<file path="config.mk">
export PLATFORM = sky130hd
export DESIGN_NAME = bot_io_top
export DESIGN_NICKNAME = d
export VERILOG_FILES = /design/src/design/bot_io_pkg.sv /design/src/design/panel_if.sv /design/src/design/jstk_state_if.sv /design/src/design/bot_io_top.sv /design/src/design/seg_display_scan.sv /design/src/design/io_port_regs.sv /design/src/design/jstk_decode.sv
export SDC_FILE = /design/constraint.sdc
export NUM_CORES = 1
export LEC_CHECK = 0
export ABC_AREA = 1
export BUFFER_PORTS_ARGS = -buffer_cell sky130_fd_sc_hd__buf_2
export CAP_MARGIN = 20
export CORE_ASPECT_RATIO = 0.8
export CORE_MARGIN = 5
export CORE_UTILIZATION = 56
export CTS_CLUSTER_SIZE = 30
export DETAILED_ROUTE_END_ITERATION = 10
export PLACE_DENSITY = 0.93
export SLEW_MARGIN = 5
export SYNTH_ARGS = -nofsm -noshare
export SYNTH_HDL_FRONTEND = slang
export SYNTH_SLANG_ARGS = --single-unit
</file>
<file path="constraint.sdc">
create_clock -name sysclk -period 2.5 [get_ports sysclk]
set_input_delay 0.25 -clock sysclk [delete_from_list [all_inputs] [get_ports sysclk]]
set_output_delay 0.25 -clock sysclk [all_outputs]
set_load 0.05 [all_outputs]
</file>
<file path="src/design/bot_io_pkg.sv">
// bot i/o hub shared constants
// port map, joystick thresholds, display scan timing and segment codes
`default_nettype none

package bot_io_pkg;

    // ----------------------------------------------------------
    // widths
    // ----------------------------------------------------------
    localparam int DATA_W      = 8;    // controller data bus
    localparam int PORT_ID_W   = 8;    // port address
    localparam int JSTK_PKT_W  = 40;   // joystick status packet, 5 bytes
    localparam int JSTK_AXIS_W = 10;   // one axis value
    localparam int DIGIT_W     = 5;    // bit 4 blanks, 3:0 hex value
    localparam int NUM_DIGITS  = 8;
    localparam int DIGIT_IDX_W = $clog2(NUM_DIGITS);

    // axis thresholds, mid stick sits near 512
    localparam logic [JSTK_AXIS_W-1:0] JSTK_HIGH_MIN = 10'd700;   // fwd / right
    localparam logic [JSTK_AXIS_W-1:0] JSTK_LOW_MAX  = 10'd300;   // back / left

    // ----------------------------------------------------------
    // port addresses
    // ----------------------------------------------------------
    localparam logic [PORT_ID_W-1:0] PORT_JSTK    = 8'h00;
    localparam logic [PORT_ID_W-1:0] PORT_SW_LO   = 8'h01;
    localparam logic [PORT_ID_W-1:0] PORT_SW_HI   = 8'h11;
    localparam logic [PORT_ID_W-1:0] PORT_LEDS    = 8'h02;
    localparam logic [PORT_ID_W-1:0] PORT_DIG7    = 8'h13;
    localparam logic [PORT_ID_W-1:0] PORT_DIG6    = 8'h14;
    localparam logic [PORT_ID_W-1:0] PORT_DIG5    = 8'h15;
    localparam logic [PORT_ID_W-1:0] PORT_DP_LO   = 8'h07;   // decimal points 3:0
    localparam logic [PORT_ID_W-1:0] PORT_DP_HI   = 8'h17;   // decimal points 7:4
    localparam logic [PORT_ID_W-1:0] PORT_MOTCTL  = 8'h09;
    localparam logic [PORT_ID_W-1:0] PORT_LOCX    = 8'h0A;
    localparam logic [PORT_ID_W-1:0] PORT_LOCY    = 8'h0B;
    localparam logic [PORT_ID_W-1:0] PORT_BOTINFO = 8'h0C;
    localparam logic [PORT_ID_W-1:0] PORT_SENSORS = 8'h0D;

    // ----------------------------------------------------------
    // display
    // ----------------------------------------------------------
    localparam int SCAN_TICKS = 256;                    // sysclk cycles per digit
    localparam int SCAN_CNT_W = $clog2(SCAN_TICKS);

    localparam logic [DIGIT_W-1:0] DIGIT_BLANK = 5'h10; // blank code, bit 4 set

    // active low, bit order {g,f,e,d,c,b,a}
    localparam logic [15:0][6:0] SEG_HEX = {
        7'b0001110, 7'b0000110, 7'b0100001, 7'b1000110,  // F E d C
        7'b0000011, 7'b0001000, 7'b0010000, 7'b0000000,  // b A 9 8
        7'b1111000, 7'b0000010, 7'b0010010, 7'b0011001,  // 7 6 5 4
        7'b0110000, 7'b0100100, 7'b1111001, 7'b1000000   // 3 2 1 0
    };
    localparam logic [6:0] SEG_BLANK = 7'b1111111;      // all segments off

endpackage

`default_nettype wire
</file>
<file path="src/design/panel_if.sv">
// front panel state
// digit codes, decimal points and led bytes from port registers to scanner
`timescale 1ns/10ps
`default_nettype none

interface panel_if;
    import bot_io_pkg::*;

    logic [NUM_DIGITS-1:0][DIGIT_W-1:0] digits;    // digit 7 is leftmost
    logic [NUM_DIGITS-1:0]              decpts;    // high = point lit
    logic [DATA_W-1:0]                  leds_low;  // controller led byte
    logic [6:0]                         jstk_led;  // joystick pattern

    modport regs (
        output digits, decpts, leds_low, jstk_led
    );

    modport disp (
        input  digits, decpts, leds_low, jstk_led
    );

endinterface

`default_nettype wire

</file>
<file path="src/design/jstk_state_if.sv">
// decoded joystick state
// registered flags and led pattern, decoder to port registers
`timescale 1ns/10ps
`default_nettype none

interface jstk_state_if;

    logic       dir_forward;   // y at or above high threshold
    logic       dir_back;      // y at or below low threshold
    logic       dir_left;
    logic       dir_right;
    logic [2:0] btn;           // stick buttons, packet byte 0
    logic [6:0] led_pattern;   // {fwd, back, left, right, b1, b2, b0}

    modport dec (
        output dir_forward, dir_back, dir_left, dir_right, btn, led_pattern
    );

    modport regs (
        input  dir_forward, dir_back, dir_left, dir_right, btn, led_pattern
    );

endinterface

`default_nettype wire

</file>
<file path="src/design/bot_io_top.sv">
// bot i/o hub top level
// joystick decode, controller port registers and display scan
`timescale 1ns/10ps
`default_nettype none

module bot_io_top (
    input  logic                              sysclk,
    input  logic                              sysreset,
    // joystick
    input  logic [bot_io_pkg::JSTK_PKT_W-1:0] jstk_data,
    input  logic                              jstk_valid,
    input  logic [15:0]                       sw,
    // controller port bus
    input  logic [bot_io_pkg::PORT_ID_W-1:0]  port_id,
    input  logic [bot_io_pkg::DATA_W-1:0]     out_port,
    input  logic                              write_strobe,
    input  logic                              read_strobe,
    output logic [bot_io_pkg::DATA_W-1:0]     in_port,
    output logic                              interrupt,
    input  logic                              interrupt_ack,
    // bot registers
    input  logic [bot_io_pkg::DATA_W-1:0]     loc_x,
    input  logic [bot_io_pkg::DATA_W-1:0]     loc_y,
    input  logic [bot_io_pkg::DATA_W-1:0]     bot_info,
    input  logic [bot_io_pkg::DATA_W-1:0]     sensors,
    input  logic                              upd_sysregs,
    // board outputs
    output logic [bot_io_pkg::DATA_W-1:0]     mot_ctl,
    output logic [15:0]                       led,
    output logic [6:0]                        seg,
    output logic                              dp,
    output logic [bot_io_pkg::NUM_DIGITS-1:0] an
);

    jstk_state_if jstk_state ();
    panel_if      panel ();

    jstk_decode jstk_decode_inst (
        .sysclk     (sysclk),
        .sysreset   (sysreset),
        .jstk_data  (jstk_data),
        .jstk_valid (jstk_valid),
        .jstk       (jstk_state.dec)
    );

    io_port_regs io_port_regs_inst (
        .sysclk        (sysclk),
        .sysreset      (sysreset),
        .sw            (sw),
        .port_id       (port_id),
        .out_port      (out_port),
        .write_strobe  (write_strobe),
        .read_strobe   (read_strobe),
        .in_port       (in_port),
        .interrupt     (interrupt),
        .interrupt_ack (interrupt_ack),
        .loc_x         (loc_x),
        .loc_y         (loc_y),
        .bot_info      (bot_info),
        .sensors       (sensors),
        .upd_sysregs   (upd_sysregs),
        .mot_ctl       (mot_ctl),
        .jstk          (jstk_state.regs),
        .panel         (panel.regs)
    );

    seg_display_scan seg_display_scan_inst (
        .sysclk   (sysclk),
        .sysreset (sysreset),
        .panel    (panel.disp),
        .seg      (seg),
        .dp       (dp),
        .an       (an),
        .led      (led)
    );

endmodule

`default_nettype wire

</file>
<file path="src/design/seg_display_scan.sv">
// eight digit seven segment scanner
// lights one digit per scan slot, also assembles the led bank
`timescale 1ns/10ps
`default_nettype none

module seg_display_scan (
    input  logic                              sysclk,
    input  logic                              sysreset,
    panel_if.disp                             panel,
    output logic [6:0]                        seg,   // active low cathodes
    output logic                              dp,    // active low
    output logic [bot_io_pkg::NUM_DIGITS-1:0] an,    // active low anodes
    output logic [15:0]                       led
);
    import bot_io_pkg::*;

    logic [SCAN_CNT_W-1:0]  tick_cnt;
    logic [DIGIT_IDX_W-1:0] digit_idx;
    logic [DIGIT_W-1:0]     cur_code;
    logic [6:0]             cur_pattern;

    // ----------------------------------------------------------
    // scan timing
    // ----------------------------------------------------------
    always_ff @(posedge sysclk) begin
        if (sysreset) begin
            tick_cnt  <= '0;
            digit_idx <= '0;
        end else if (tick_cnt == SCAN_CNT_W'(SCAN_TICKS - 1)) begin
            tick_cnt  <= '0;
            digit_idx <= digit_idx + 1'b1;         // wraps 7 -> 0
        end else begin
            tick_cnt  <= tick_cnt + 1'b1;
        end
    end

    assign cur_code    = panel.digits[digit_idx];
    assign cur_pattern = cur_code[4] ? SEG_BLANK : SEG_HEX[cur_code[3:0]];

    // seg, dp and an switch in the same edge, no ghosting
    always_ff @(posedge sysclk) begin
        if (sysreset) begin
            seg <= SEG_BLANK;
            dp  <= 1'b1;                           // point off
            an  <= ~NUM_DIGITS'(1);                // digit 0 selected
        end else begin
            seg <= cur_pattern;
            dp  <= ~panel.decpts[digit_idx];
            an  <= ~(NUM_DIGITS'(1) << digit_idx);
        end
    end

    // led bank, bit 7 left dark between the two groups
    always_ff @(posedge sysclk) begin
        if (sysreset) led <= 16'h0000;
        else          led <= {panel.leds_low, 1'b0, panel.jstk_led};
    end

    // exactly one anode low at any time
    a_an_one_cold: assert property (
        @(posedge sysclk) disable iff (sysreset)
        $onehot(~an)
    );

endmodule

`default_nettype wire

</file>
<file path="src/design/io_port_regs.sv">
// port mapped register file for the 8-bit controller
// bot register latch, update interrupt and panel register outputs
`timescale 1ns/10ps
`default_nettype none

module io_port_regs (
    input  logic                             sysclk,
    input  logic                             sysreset,
    input  logic [15:0]                      sw,
    input  logic [bot_io_pkg::PORT_ID_W-1:0] port_id,
    input  logic [bot_io_pkg::DATA_W-1:0]    out_port,
    input  logic                             write_strobe,
    input  logic                             read_strobe,
    output logic [bot_io_pkg::DATA_W-1:0]    in_port,
    output logic                             interrupt,
    input  logic                             interrupt_ack,
    input  logic [bot_io_pkg::DATA_W-1:0]    loc_x,
    input  logic [bot_io_pkg::DATA_W-1:0]    loc_y,
    input  logic [bot_io_pkg::DATA_W-1:0]    bot_info,
    input  logic [bot_io_pkg::DATA_W-1:0]    sensors,
    input  logic                             upd_sysregs,   // bot update pulse
    output logic [bot_io_pkg::DATA_W-1:0]    mot_ctl,
    jstk_state_if.regs                       jstk,
    panel_if.regs                            panel
);
    import bot_io_pkg::*;

    logic [DIGIT_W-1:0] dig7_q;
    logic [DIGIT_W-1:0] dig6_q;
    logic [DIGIT_W-1:0] dig5_q;
    logic [7:0]         decpts_q;
    logic [DATA_W-1:0]  leds_q;
    logic [6:0]         jstk_led_q;
    logic [DATA_W-1:0]  loc_x_q;
    logic [DATA_W-1:0]  loc_y_q;
    logic [DATA_W-1:0]  bot_info_q;
    logic [DATA_W-1:0]  sensors_q;

    // ----------------------------------------------------------
    // read path registers port_id every cycle
    // ----------------------------------------------------------
    always_ff @(posedge sysclk) begin
        case (port_id)
            PORT_JSTK:    in_port <= {4'b0000, jstk.dir_left, jstk.dir_forward,
                                      jstk.dir_right, jstk.dir_back};
            PORT_SW_LO:   in_port <= sw[7:0];
            PORT_SW_HI:   in_port <= sw[15:8];
            PORT_LOCX:    in_port <= loc_x_q;
            PORT_LOCY:    in_port <= loc_y_q;
            PORT_BOTINFO: in_port <= bot_info_q;
            PORT_SENSORS: in_port <= sensors_q;
            default:      in_port <= '0;           // unmapped reads as zero
        endcase
    end

    // ----------------------------------------------------------
    // write path
    // ----------------------------------------------------------
    always_ff @(posedge sysclk) begin
        if (sysreset) begin
            dig7_q   <= DIGIT_BLANK;
            dig6_q   <= DIGIT_BLANK;
            dig5_q   <= DIGIT_BLANK;
            decpts_q <= 8'h00;
            leds_q   <= '0;
            mot_ctl  <= '0;                        // bot stopped
        end else if (write_strobe) begin
            case (port_id)
                PORT_LEDS:   leds_q         <= out_port;
                PORT_DIG7:   dig7_q         <= out_port[DIGIT_W-1:0];
                PORT_DIG6:   dig6_q         <= out_port[DIGIT_W-1:0];
                PORT_DIG5:   dig5_q         <= out_port[DIGIT_W-1:0];
                PORT_DP_LO:  decpts_q[3:0]  <= out_port[3:0];
                PORT_DP_HI:  decpts_q[7:4]  <= out_port[3:0];
                PORT_MOTCTL: mot_ctl        <= out_port;
                default:     ;                     // read only or unmapped
            endcase
        end
    end

    // bot bytes recaptured on every update pulse
    always_ff @(posedge sysclk) begin
        if (sysreset) begin
            loc_x_q    <= '0;
            loc_y_q    <= '0;
            bot_info_q <= '0;
            sensors_q  <= '0;
        end else if (upd_sysregs) begin
            loc_x_q    <= loc_x;
            loc_y_q    <= loc_y;
            bot_info_q <= bot_info;
            sensors_q  <= sensors;
        end
    end

    // update sets interrupt and wins over a same-cycle ack
    always_ff @(posedge sysclk) begin
        if (sysreset) begin
            interrupt <= 1'b0;
        end else if (upd_sysregs) begin
            interrupt <= 1'b1;
        end else if (interrupt_ack) begin
            interrupt <= 1'b0;
        end
    end

    always_ff @(posedge sysclk) begin
        if (sysreset) jstk_led_q <= 7'b0000000;
        else          jstk_led_q <= jstk.led_pattern;   // retime toward the leds
    end

    // ----------------------------------------------------------
    // panel drive
    // ----------------------------------------------------------
    assign panel.digits[7] = dig7_q;
    assign panel.digits[6] = dig6_q;
    assign panel.digits[5] = dig5_q;
    assign panel.digits[4] = {2'b00, bot_info_q[2:0]};   // orientation
    assign panel.digits[3] = {1'b0, loc_x_q[7:4]};
    assign panel.digits[2] = {1'b0, loc_x_q[3:0]};
    assign panel.digits[1] = {1'b0, loc_y_q[7:4]};
    assign panel.digits[0] = {1'b0, loc_y_q[3:0]};
    assign panel.decpts    = decpts_q;
    assign panel.leds_low  = leds_q;
    assign panel.jstk_led  = jstk_led_q;

    // an interrupt only ever follows a bot update
    a_int_after_upd: assert property (
        @(posedge sysclk) disable iff (sysreset)
        $rose(interrupt) |-> $past(upd_sysregs)
    );

    // controller holds the address a cycle ahead of its read strobe
    a_read_addr_settled: assert property (
        @(posedge sysclk) disable iff (sysreset)
        read_strobe |-> $stable(port_id)
    );

endmodule

`default_nettype wire

</file>
<file path="src/design/jstk_decode.sv">
// joystick packet decoder
// splits the 40-bit status packet into direction flags and button bits
`timescale 1ns/10ps
`default_nettype none

module jstk_decode (
    input  logic                              sysclk,
    input  logic                              sysreset,
    input  logic [bot_io_pkg::JSTK_PKT_W-1:0] jstk_data,
    input  logic                              jstk_valid,   // one cycle strobe
    jstk_state_if.dec                         jstk
);
    import bot_io_pkg::*;

    logic [JSTK_AXIS_W-1:0] jst_y;
    logic [JSTK_AXIS_W-1:0] jst_x;
    logic                   forward;
    logic                   back;
    logic                   left;
    logic                   right;

    // ----------------------------------------------------------
    // axis assembly, msb pair comes from the byte after the low byte
    // ----------------------------------------------------------
    assign jst_y = {jstk_data[9:8], jstk_data[23:16]};
    assign jst_x = {jstk_data[25:24], jstk_data[39:32]};

    assign forward = (jst_y >= JSTK_HIGH_MIN);
    assign back    = (jst_y <= JSTK_LOW_MAX);
    assign left    = (jst_x <= JSTK_LOW_MAX);
    assign right   = (jst_x >= JSTK_HIGH_MIN);

    // capture on valid packet, hold until the next one
    always_ff @(posedge sysclk) begin
        if (sysreset) begin
            jstk.dir_forward <= 1'b0;
            jstk.dir_back    <= 1'b0;
            jstk.dir_left    <= 1'b0;
            jstk.dir_right   <= 1'b0;
            jstk.btn         <= 3'b000;
            jstk.led_pattern <= 7'b0000000;
        end else if (jstk_valid) begin
            jstk.dir_forward <= forward;
            jstk.dir_back    <= back;
            jstk.dir_left    <= left;
            jstk.dir_right   <= right;
            jstk.btn         <= jstk_data[2:0];
            // buttons land swapped, b1 then b2 then b0
            jstk.led_pattern <= {forward, back, left, right,
                                 jstk_data[1], jstk_data[2], jstk_data[0]};
        end
    end

    // the stick cannot sit at both ends of the y axis
    a_no_fwd_and_back: assert property (
        @(posedge sysclk) disable iff (sysreset)
        !(jstk.dir_forward && jstk.dir_back)
    );

endmodule

`default_nettype wire

</file>
Yosys cells after proc, flatten, opt, wreduce, memory -nomap -nowiden:

Memory sizes are Yosys's and may differ from the RTL's. A register that Yosys moved wholly into a read port is not among the register bits.
Cells that the tools add are included.

* memories: 1
* ROM bits: 112
* flip-flop bits (word level): 134
* output and inout port bits: 49

* $add $sub $neg: 2
* magnitude comparators: 5
* muxes and demuxes: 7
* shifts and indexed selects: 1
* equality and inequality tests: 14
* bitwise gates (word level): 2
* reductions and logical operators: 11

Memories
* (no name shown): depth 16, width 7, read ports 1, clocked after Yosys merged registers in 1, wr ports 0, RTL line seg_display_scan.sv:38 `assign cur_pattern = cur_code[4] ? SEG_BLANK : SEG_HEX[cur_code[3:0]];`

Operators by type and width (count)
* 8-bit case mux with 7 select lines: 1
* 8-bit by 4-bit equality test with 1-bit output (second input constant): 5
* 8-bit by 5-bit equality test with 1-bit output (second input constant): 5
* 10-bit >= comparator (second input constant): 2
* 10-bit by 9-bit less-or-equal comparator with 1-bit output (second input constant): 2
* 5-bit binary-select mux with 3-bit select: 1
* 2-bit AND reduction: 7
* 8-bit by 1-bit adder with 8-bit output (second input constant): 1
* 8-bit by 1-bit equality test with 1-bit output (second input constant): 1
* 8-bit by 2-bit equality test with 1-bit output (second input constant): 1
* 8-bit by 3-bit equality test with 1-bit output (second input constant): 1
* 8-bit equality test (second input constant): 1
* 8-bit zero test: 1
* 8-bit NOT: 1
* 1-bit by 3-bit << shifter with 8-bit output (first input constant): 1
* 5-bit two-way mux: 1
* 3-bit by 4-bit less-than comparator with 1-bit output (second input constant): 1
* 2-bit OR reduction: 2
* 3-bit by 1-bit adder with 3-bit output (second input constant): 1
* 1-bit binary-select mux with 3-bit select: 1
* 1-bit two-way mux: 3
* 2-bit nonzero test: 1
* 1-bit NOT: 1

Depth between registers and ports, before layout:

Gate-level depths: netlist of the first run.

* depth in word-level cells: 3
* gate-level depth with buffers: 12

By module:

From an unflattened synthesis of the first run, not the netlist that was laid out.

* cells, all modules: 958
* area total of the unflattened synthesis: 6502.5 sq um

By module, submodules not included
* io_port_regs: times used 1, seq. area each 1741.7 sq um, area an instance 3801.1 sq um, cells an instance 564
* seg_display_scan: times used 1, seq. area each 840.8 sq um, area an instance 2237.1 sq um, cells an instance 318
* jstk_decode: times used 1, seq. area each 140.1 sq um, area an instance 464.2 sq um, cells an instance 76

Worst setup path before layout of the first run:

Ideal clock, no wire load.

* path type: register to register
* start: register seg_display_scan_inst.digit_idx[0]
* end: register seg_display_scan_inst.seg[2]
* data required time: 2438 ps
* arrival: 1626 ps
* slack: 812 ps
* stages on the path, launching flop included: 12
* cells stage by stage: dfxtp_1 -> buf_2 -> nor2_1 -> nor2_1 -> o21ai_0 -> nand3_1 -> nand2_1 -> ha_1 -> inv_1 -> nand3_1 -> or2_1 -> nand3_1

* longest elaborated chain between the ends: 3

RTL lines
* from (decl): RTL line seg_display_scan.sv:18 `logic [DIGIT_IDX_W-1:0] digit_idx;`
* from (signal assigned): RTL line seg_display_scan.sv:31 `digit_idx <= digit_idx + 1'b1;`
* 5-bit binary-select mux with 3-bit select (*): RTL line seg_display_scan.sv:37 `assign cur_code = panel.digits[digit_idx];`
* 5-bit two-way mux (implied by the code) (*): RTL line seg_display_scan.sv:37
* 2-bit OR reduction (no line)
* to (decl): RTL line seg_display_scan.sv:10 `output logic [6:0] seg,`

Mark *: on every way between the ends. The rest lies on a longest branch, timed or not. The select of a mux whose other input is x is not followed.
A chain may end at the register's enable or synchronous reset.

Worst setup path in the final report of the first run:

Ends and elaborated chain as after synthesis.

==> Implementation_results.wiki, run 1 <==
{| class="wikitable"
! Metric !! Value
|-
| Core Util, Final || 0.709
|-
| Syn-to-layout area delta || 24.6%
|-
| Post-synthesis average cell area || approximately 7.6 um^2
|-
| Cts-stage hold buffer count || 0
|-
| Overall routing resource usage || 0.249
|-
| First-pass GRT wire length || 24,600 um
|-
| Setup repair after global routing missed its margin || no
|-
| # setup viols final || 0
|-
| Maximum clock insertion buffer count || 2
|-
| Yosys warning total || 0
|-
| Area enclosed by the die boundary || 12,500 um^2
|-
| Die height || slightly above 100 um
|-
| Post-cts repair resize count || 0
|-
| Post CTS Setup Buffer Count || 0
|-
| Transition at the pin with the smallest max-transition slack || 0.685 ns
|-
| Critical path endpoint category || register
|-
| Startpoint of the most critical register-to-register path || seg_display_scan_inst.digit_idx[0]$_SDFFE_PP0P_
|-
| Total power after layout || 5.34 mW
|-
| Global route overflow || 0
|-
| Number of buffers created by CTS || 17
|-
| Data required, critical path || 2.86 ns
|-
| Top cell type's share of synthesized area || 0.471
|-
| Power per cell area || 742 nW/um^2
|-
| Detailed-route via count || 5,577
|-
| Pre-antenna DRT Iters || 5
|-
| CTS tree || built
|-
| Synth top area cells || sky130_fd_sc_hd__dfxtp_1, sky130_fd_sc_hd__nand2_1, sky130_fd_sc_hd__nand3_1
|-
| Number of library cell types mapped by synthesis || 39
|-
| Initial Util || 0.569
|-
| Net count after synthesis || roughly 880
|-
| Clock power frac || 0.492
|-
| Net count of the finished layout || 1,021
|-
| Worst setup slack for register-to-register paths || 0.39 ns
|-
| Ports placed on the boundary || 160
|-
| CTS clk-pin slew, worst paths || 0.06 ns
|-
| Part of the total power dissipated in sequential elements || 0.425
|-
| Global placement routability congestion || 0.848
|-
| Fin area || roughly 7200 um^2
|-
| Internal power component || approximately 4.1 mW
|-
| Worst slew margin relative to its limit || 0.542
|-
| Clock network latency to the later pin of the worst-skew pair || 0.42 ns
|-
| Horizontal die dimension || 124 um
|-
| Async set-reset flop share out of synthesis || 0
|-
| Post-route clock period utilization || 0.842
|-
| Post-synth EDFFs || 0
|-
| Final-layout setup total negative slack || 0 ns
|-
| Setup CP Type || register to register
|-
| Detail-routed net length per standard cell || 14.4 um
|-
| Standard cell core area || 10,200 um^2
|-
| Switching Share || 0.236
|-
| Hold Path Cell Cnt || 2
|-
| Endpoint of the worst hold-timing path || jstk_decode_inst.jstk.led_pattern[5]$_SDFFE_PP0P_
|-
| Initial antenna violation count || 2
|-
| Post-route clock skew || 0.00705 ns
|-
| Number of cells on the worst reg-to-reg path || 11
|-
| Final Max Slew Viols || 0
|-
| Endpoint of the most critical register-to-register path || seg_display_scan_inst.seg[2]$_SDFF_PP1_
|-
| Fmax || about 480 MHz
|-
| Post-synthesis cell count || between 700 and 800
|-
| Drt total wl || 15,200 um
|-
| Final Hold Fails || 0
|-
| Max-cap viol count || 0
|-
| Clock Tree Root || sky130_fd_sc_hd__clkbuf_16
|-
| CTS H-tree lvls || 4
|-
| #FFs+latches synth || 136
|-
| Leakage component of the power || between 3 and 4 nW
|-
| Combinational cell fraction of total power || 0.082
|-
| Count of clock tree sinks || 136
|-
| Standard-cell rows || 33
|-
| Critical path fanouts, max || 17
|-
| Placed cell areas || roughly 6600 um^2
|-
| Primary FF master, synth || sky130_fd_sc_hd__dfxtp_1
|-
| Startpoint kind of the worst setup timing path || register
|-
| Sequential cell area fraction in the yosys report || 0.471
|-
| Pin count of the biggest net entering global routing || 43
|-
| Arr. time, crit path || 2.46 ns
|-
| Final antenna-violating net count || 0
|-
| Starting DRC count in detailed routing || 522
|-
| Worst min-delay path class || input pin to register
|-
| Number of global-route vias before repair || 5,316
|-
| Estimated wirelength of the detail-placed design || 10,500 um
|-
| Syn Std Cell Area || 5780 um^2
|-
| Start point of the worst min-delay path || jstk_data[8]
|-
| Run status || finished, final reports clean
|-
| Total of buffers placed on input and output ports || 140
|-
| # DRC || 0
|-
| Cell taking the most area after synthesis || sky130_fd_sc_hd__dfxtp_1
|-
| Switching power summed over all nets || 1.26 mW
|-
| Shortest period the worst path allows || about 2.1 ns
|-
| Fraction of layout cells with a size suffix above 1 || 0.233
|-
| Maximum ir drop on the vdd rail || 0.000631 V
|-
| Number of vias per cell || 5.30
|}
worst max-delay path by stage:
| stage | slack, ns | endpoint | depth (start not counted) | startpoint |
|---|---|---|---|---|
| 5_1_grt | 0.20 | seg_display_scan_inst.seg[3]$_SDFF_PP1_ | 10 | seg_display_scan_inst.digit_idx[0]$_SDFFE_PP0P_ |
| 2_1_floorplan | 0.81 | seg_display_scan_inst.seg[2]$_SDFF_PP1_ | 11 | seg_display_scan_inst.digit_idx[0]$_SDFFE_PP0P_ |
| 3_5_place_dp | 0.47 | seg_display_scan_inst.seg[2]$_SDFF_PP1_ | 11 | seg_display_scan_inst.digit_idx[0]$_SDFFE_PP0P_ |
| 6_report | 0.39 | seg_display_scan_inst.seg[2]$_SDFF_PP1_ | 11 | seg_display_scan_inst.digit_idx[0]$_SDFFE_PP0P_ |
| 3_3_place_gp | 0.55 | seg_display_scan_inst.seg[5]$_SDFF_PP1_ | 10 | seg_display_scan_inst.digit_idx[0]$_SDFFE_PP0P_ |
| 4_1_cts | 0.43 | seg_display_scan_inst.seg[2]$_SDFF_PP1_ | 11 | seg_display_scan_inst.digit_idx[0]$_SDFFE_PP0P_ |
critical path: stages (launching register included):
cell and delay (ns):
sky130_fd_sc_hd__dfxtp_1 0.43, sky130_fd_sc_hd__inv_2 0.30, sky130_fd_sc_hd__nand2_1 0.10, sky130_fd_sc_hd__nand3_1 0.08, sky130_fd_sc_hd__nand2_1 0.06, sky130_fd_sc_hd__o21ai_2 0.22, sky130_fd_sc_hd__inv_1 0.13, sky130_fd_sc_hd__ha_1 0.24
sky130_fd_sc_hd__inv_1 0.09, sky130_fd_sc_hd__nand3_1 0.09, sky130_fd_sc_hd__or2_1 0.22, sky130_fd_sc_hd__nand3_1 0.07
cells in the final DEF (no fill, tap or decap), types with 2 or more instances in the layout:
cell	Yosys	layout
sky130_fd_sc_hd__nor3_4	4	4
sky130_fd_sc_hd__inv_2	6	6
sky130_fd_sc_hd__nand2_2	2	2
sky130_fd_sc_hd__clkbuf_8	0	5
sky130_fd_sc_hd__clkinv_1	2	2
sky130_fd_sc_hd__o21ai_2	2	2
sky130_fd_sc_hd__o21ai_0	70	70
sky130_fd_sc_hd__nand3_1	87	87
sky130_fd_sc_hd__bufinv_16	0	3
sky130_fd_sc_hd__clkbuf_16	0	17
sky130_fd_sc_hd__o21bai_1	2	2
sky130_fd_sc_hd__o21ai_1	3	3
sky130_fd_sc_hd__nor3_2	2	2
sky130_fd_sc_hd__buf_4	3	9
sky130_fd_sc_hd__nand4_1	5	5
sky130_fd_sc_hd__clkinvlp_4	0	3
sky130_fd_sc_hd__a31oi_1	2	2
sky130_fd_sc_hd__inv_1	73	73
sky130_fd_sc_hd__nand2_1	124	124
sky130_fd_sc_hd__nor3_1	2	2
sky130_fd_sc_hd__o211ai_1	8	8
sky130_fd_sc_hd__buf_2	10	140
sky130_fd_sc_hd__clkinv_2	0	2
sky130_fd_sc_hd__a21oi_1	56	56
sky130_fd_sc_hd__o21a_1	2	2
sky130_fd_sc_hd__a211oi_1	7	7
sky130_fd_sc_hd__nand3_2	3	3
sky130_fd_sc_hd__ha_1	12	12
sky130_fd_sc_hd__dfxtp_1	136	136
sky130_fd_sc_hd__nor2_1	105	105
sky130_fd_sc_hd__nor2_4	4	4
sky130_fd_sc_hd__nand3_4	2	2
per-stage QoR:
step / hold WS, ns / worst slack (ns) / instances
after floorplan: 0.358 / 0.812 / 760
after global placement: 0.388 / 0.547 / 1019
after detailed placement: 0.394 / 0.473 / 1019
after CTS: 0.0309 / 0.428 / 1051
after global routing: 0.0382 / 0.196 / 1052
final: 0.0372 / 0.395 / 1052
layout make-up:
cell class | count | area [um^2]
flip-flops and latches | 136 | 2720
multi-input cells | 513 | 2600
well taps | 140 | 175
clock buffers | 22 | 494
diodes | 1 | 2.50
inverters | 81 | 304
clock inverters | 10 | 140
repair buffers | 149 | 768
fillers | 814 | 2950
metal layers:
layer  vias to the layer above  track usage  share of wire
met4                         2       0.0885          0.017
met1                      2570        0.325           0.44
met3                        26       0.0853          0.088
met2                       214        0.386           0.46
met5                         -            0        0.00046
li1                       2765            -              -
cell families (layout without fill, tap and decap cells):
kind of cell,after synthesis,after routing,synth area share
AOI/OAI and AO/OA,154,154,0.145
xor gates and xnor gates,1,1,0.00151
adders and majority gates,12,12,0.0260
buffers and inverters,111,262,0.0801
DFF,136,136,0.471
other,1,2,0.000648
and+or+nand+nor,345,345,0.276
power by group through the flow:
stage                     combinational [mW]  clock, mW  sequential (mW)
after floorplan                        0.209          0             2.38
after global placement                 0.422          0             2.32
after detailed placement               0.431          0             2.32
after CTS                              0.436       2.64             2.27
after global routing                   0.485       2.75             2.28
final                                  0.439       2.63             2.27
flip-flops by register name, indices dropped and copies added (netlist names), 7 cells and up:
| name | count |
|---|---|
| seg_display_scan_inst.led | 15 |
| io_port_regs_inst.bot_info_q | 8 |
| io_port_regs_inst.in_port | 8 |
| io_port_regs_inst.loc_x_q | 8 |
| io_port_regs_inst.loc_y_q | 8 |
| io_port_regs_inst.mot_ctl | 8 |
| io_port_regs_inst.panel.decpts | 8 |
| io_port_regs_inst.panel.leds_low | 8 |
| io_port_regs_inst.sensors_q | 8 |
| seg_display_scan_inst.an | 8 |
| seg_display_scan_inst.tick_cnt | 8 |
| io_port_regs_inst.panel.jstk_led | 7 |
| jstk_decode_inst.jstk.led_pattern | 7 |
| seg_display_scan_inst.seg | 7 |
cells in the mapped netlist, types with 4 or more instances:
| cell type | n |
|---|---|
| sky130_fd_sc_hd__a211oi_1 | 7 |
| sky130_fd_sc_hd__a21oi_1 | 56 |
| sky130_fd_sc_hd__buf_1 | 4 |
| sky130_fd_sc_hd__buf_2 | 10 |
| sky130_fd_sc_hd__clkbuf_1 | 10 |
| sky130_fd_sc_hd__dfxtp_1 | 136 |
| sky130_fd_sc_hd__ha_1 | 12 |
| sky130_fd_sc_hd__inv_1 | 73 |
| sky130_fd_sc_hd__inv_2 | 6 |
| sky130_fd_sc_hd__nand2_1 | 124 |
| sky130_fd_sc_hd__nand3_1 | 87 |
| sky130_fd_sc_hd__nand4_1 | 5 |
| sky130_fd_sc_hd__nor2_1 | 105 |
| sky130_fd_sc_hd__nor2_4 | 4 |
| sky130_fd_sc_hd__nor3_4 | 4 |
| sky130_fd_sc_hd__o211ai_1 | 8 |
| sky130_fd_sc_hd__o21ai_0 | 70 |
(Power assumes the default switching activity.)
==> run 2: changes to the inputs <==
--- a/config.mk
+++ b/config.mk
@@ -10,10 +10,10 @@
 export CAP_MARGIN = 20
 export CORE_ASPECT_RATIO = 0.8
 export CORE_MARGIN = 5
-export CORE_UTILIZATION = 56
+export CORE_UTILIZATION = 47
 export CTS_CLUSTER_SIZE = 30
 export DETAILED_ROUTE_END_ITERATION = 10
-export PLACE_DENSITY = 0.93
+export PLACE_DENSITY = 0.84
 export SLEW_MARGIN = 5
 export SYNTH_ARGS = -nofsm -noshare
 export SYNTH_HDL_FRONTEND = slang
==> constraint.sdc (replaced) <==
create_clock -name sysclk -period 1.8 [get_ports sysclk]
set_input_delay 0.18 -clock sysclk [delete_from_list [all_inputs] [get_ports sysclk]]
set_output_delay 0.18 -clock sysclk [all_outputs]
set_load 0.05 [all_outputs]
==> Implementation_results.wiki, run 2 (same netlist as run 1, synthesis figures left out) <==
{| class="wikitable"
! Metric !! Value
|-
| Run status || finished, final reports clean (unchanged)
|-
| Clock Tree Root || sky130_fd_sc_hd__clkbuf_16 (unchanged)
|-
| Starting DRC count in detailed routing || 496 (was 522)
|-
| Power per cell area || 974 nW/um^2 (was 742 nW/um^2)
|-
| Largest register by flop count || seg_display_scan_inst.led (unchanged)
|-
| WL met3 || 1310 um (was 1340 um)
|-
| Commonest cells after routing, fill and taps aside || sky130_fd_sc_hd__buf_2, sky130_fd_sc_hd__dfxtp_1, sky130_fd_sc_hd__nand2_1 (unchanged)
|-
| Met2 WL || 7670 um (was 6910 um)
|-
| Placed cell areas || 6690 um^2 (was 6570 um^2)
|-
| Leakage component of the power || 3.47 nW (was 3.30 nW)
|-
| Critical path endpoint category || register (unchanged)
|-
| Total power after layout || 7.35 mW (was 5.34 mW)
|-
| Most common library cell in the layout ignoring fill and taps || sky130_fd_sc_hd__buf_2 (unchanged)
|-
| Estimated wirelength of the detail-placed design || 11,000 um (was 10,500 um)
|-
| Post-route clock skew || 0.00563 ns (was 0.00705 ns)
|-
| Final Hold Fails || 0 (unchanged)
|-
| Shortest period the worst path allows || 1.72 ns (was 2.11 ns)
|-
| Horizontal die dimension || 134 um (was 124 um)
|-
| Pin count of the biggest net entering global routing || 50 (was 43)
|-
| CTS clk-pin slew, worst paths || 0.06 ns (about the same)
|-
| Fraction of layout cells with a size suffix above 1 || 0.245 (was 0.233)
|-
| CTS tree || built (unchanged)
|-
| Drt total wl || 16,300 um (was 15,200 um)
|-
| First-pass GRT wire length || 26,400 um (was 24,600 um)
|-
| Total inserted antenna cells || 0 (was 1)
|-
| Number of vias per cell || 5.30 (about the same)
|-
| Die height || 109 um (was 101 um)
|-
| Worst slew margin relative to its limit || 0.546 (was 0.542)
|-
| Slowest cell on the critical path || sky130_fd_sc_hd__dfxtp_2 (was sky130_fd_sc_hd__dfxtp_1)
|-
| Standard cell core area || 12,100 um^2 (was 10,200 um^2)
|-
| Setup repair after global routing missed its margin || yes (was no)
|-
| Final Max Slew Viols || 0 (unchanged)
|-
| Pre-antenna DRT Iters || 5 (unchanged)
|-
| Final antenna-violating net count || 0 (unchanged)
|-
| Detailed-route via count || 5,823 (was 5,577)
|-
| Highest routing layer actually used || met5 (unchanged)
|-
| Post-route clock period utilization || 0.958 (was 0.842)
|-
| Syn-to-layout area delta || 30.6% (was 24.6%)
|-
| Detail-routed net length per standard cell || 14.8 um (was 14.4 um)
|-
| Initial Util || 0.477 (was 0.569)
|-
| Count of clock tree sinks || 136 (unchanged)
|-
| Number of buffers created by CTS || 17 (unchanged)
|-
| Data required, critical path || 2.16 ns (was 2.86 ns)
|-
| Setup CP Type || register to register (unchanged)
|-
| CTS H-tree lvls || 4 (unchanged)
|-
| Area enclosed by the die boundary || 14,600 um^2 (was 12,500 um^2)
|-
| Cell chain of the critical path || buf_6, nand2_1, nand3_1, nand2_1, o21ai_2, inv_1, ha_2, inv_1, nand3_1, or2_1, nand3_1 (was inv_2, nand2_1, nand3_1, nand2_1, o21ai_2, inv_1, ha_1, inv_1, nand3_1, or2_1, nand3_1)
|-
| Standard-cell rows || 36 (was 33)
|-
| Post-route met1 wirelength || 7020 um (was 6650 um)
|-
| Ports placed on the boundary || 160 (unchanged)
|-
| Global route overflow || 0 (unchanged)
|-
| Startpoint kind of the worst setup timing path || register (unchanged)
|-
| Total of buffers placed on input and output ports || 140 (unchanged)
|-
| Final hold slack || 0.00491 ns (was 0.0372 ns)
|-
| Cell family with most CP delay || simple AND/OR/NAND/NOR gates (unchanged)
|-
| Most repeated library cell on the critical path || sky130_fd_sc_hd__nand3_1 (unchanged)
|-
| # DRC || 0 (unchanged)
|-
| Initial antenna violation count || 1 (was 2)
|-
| Arr. time, crit path || 2.08 ns (was 2.46 ns)
|-
| Worst min-delay path class || input pin to register (unchanged)
|-
| Critical path fanouts, max || 11 (was 17)
|-
| Maximum ir drop on the vdd rail || 0.000691 V (was 0.000631 V)
|-
| Maximum clock insertion buffer count || 2 (unchanged)
|-
| Global placement routability congestion || 0.845 (was 0.848)
|-
| Net count of the finished layout || 1,056 (was 1,021)
|-
| Number of inserted filler cells in the final layout || 1,014 (was 814)
|-
| # setup viols final || 0 (unchanged)
|-
| Crit path buffers/inverters || 3 (unchanged)
|-
| Clock network latency to the later pin of the worst-skew pair || 0.42 ns (about the same)
|-
| Max-cap viol count || 0 (unchanged)
|-
| Flip-flop count of the largest register after layout || 15 (unchanged)
|-
| Fmax || 580 MHz (was 475 MHz)
|-
| Transition at the pin with the smallest max-transition slack || 0.679 ns (was 0.685 ns)
|-
| Fin area || 7550 um^2 (was 7200 um^2)
|-
| Number of global-route vias before repair || 5,568 (was 5,316)
|-
| Maximum cell stage delay along the critical path || 0.37 ns (was 0.43 ns)
|-
| Overall routing resource usage || 0.225 (was 0.249)
|}
## run 2: changes by cell type in the layout (fill, tap and decap cells not counted), sizes merged
cell / previous run / this run
dlygate4sd3: 0 / 21
buf: 149 / 163
clkbuf: 22 / 25
clkinvlp: 3 / 0
clkinv: 5 / 7
bufinv: 3 / 2
diode: 1 / 0
inv: 80 / 79
## run 2: worst paths after layout
| path | start | end | slack, ns | depth (start not counted) |
|---|---|---|---|---|
| setup / recovery | seg_display_scan_inst.digit_idx[0]$_SDFFE_PP0P_ | seg_display_scan_inst.seg[2]$_SDFF_PP1_ | 0.08 | 11 |
| hold / removal | sw[6] | io_port_regs_inst.in_port[6]$_DFF_P_ | 0.005 | 3 |
| setup reg to reg | seg_display_scan_inst.digit_idx[0]$_SDFFE_PP0P_ | seg_display_scan_inst.seg[2]$_SDFF_PP1_ | 0.08 | 11 |
| hold reg to reg | io_port_regs_inst.panel.jstk_led[3]$_SDFF_PP0_ | seg_display_scan_inst.led[3]$_SDFF_PP0_ | 0.40 | 2 |
## run 2: tightest hold or removal path, delay by kind of cell
kind | cells | cell delay (ns)
AND/OR/NAND/NOR | 2 | 0.14
buffers and inverters | 1 | 0.08
## run 2: final cells by class
cell class,instances,area [um^2],share of cell area
Timing Repair Buffer,184,1110,0.147
Multi-Input combinational cell,513,2620,0.347
Clock buffer,25,515,0.0683
Clock inverter,7,88.8,0.0118
Sequential cell,136,2730,0.361
Inverter,81,304,0.0403
Tap cell,152,190,0.0252
## run 2: per-stage QoR
step	util	TNS, ns	setup slack, ns	cells
after floorplan	-	0	0.112	760
after global placement	0.552	0	0.0419	1043
after detailed placement	0.552	-0.0998	-0.0377	1043
after CTS	0.619	0	0.0418	1095
after global routing	0.623	-0.391	-0.107	1098
final	0.623	0	0.0757	1098
## run 2: where the power goes
group	switching (mW)	internal (mW)	total, mW
clock	1.27	2.25	3.52
combinational	0.434	0.237	0.671
sequential	0.0433	3.11	3.16
total	1.75	5.60	7.35
## run 2: repair_timing
| action | 4_1_cts | 5_1_grt |
|---|---|---|
| endpoints found under the setup margin | 7 | 9 |
| resized for setup | 3 | 11 |
| hold buffers | 20 | 1 |
| hold endpoints to repair | 19 | 1 |
| buffers inserted | 0 | 2 |
| pin swaps | 0 | 2 |
## run 2: per-layer routing
metal	track usage	vias up
met1	0.283	2694
met3	0.0696	31
met2	0.378	249
met4	0.0625	2
met5	0	-
li1	-	2847
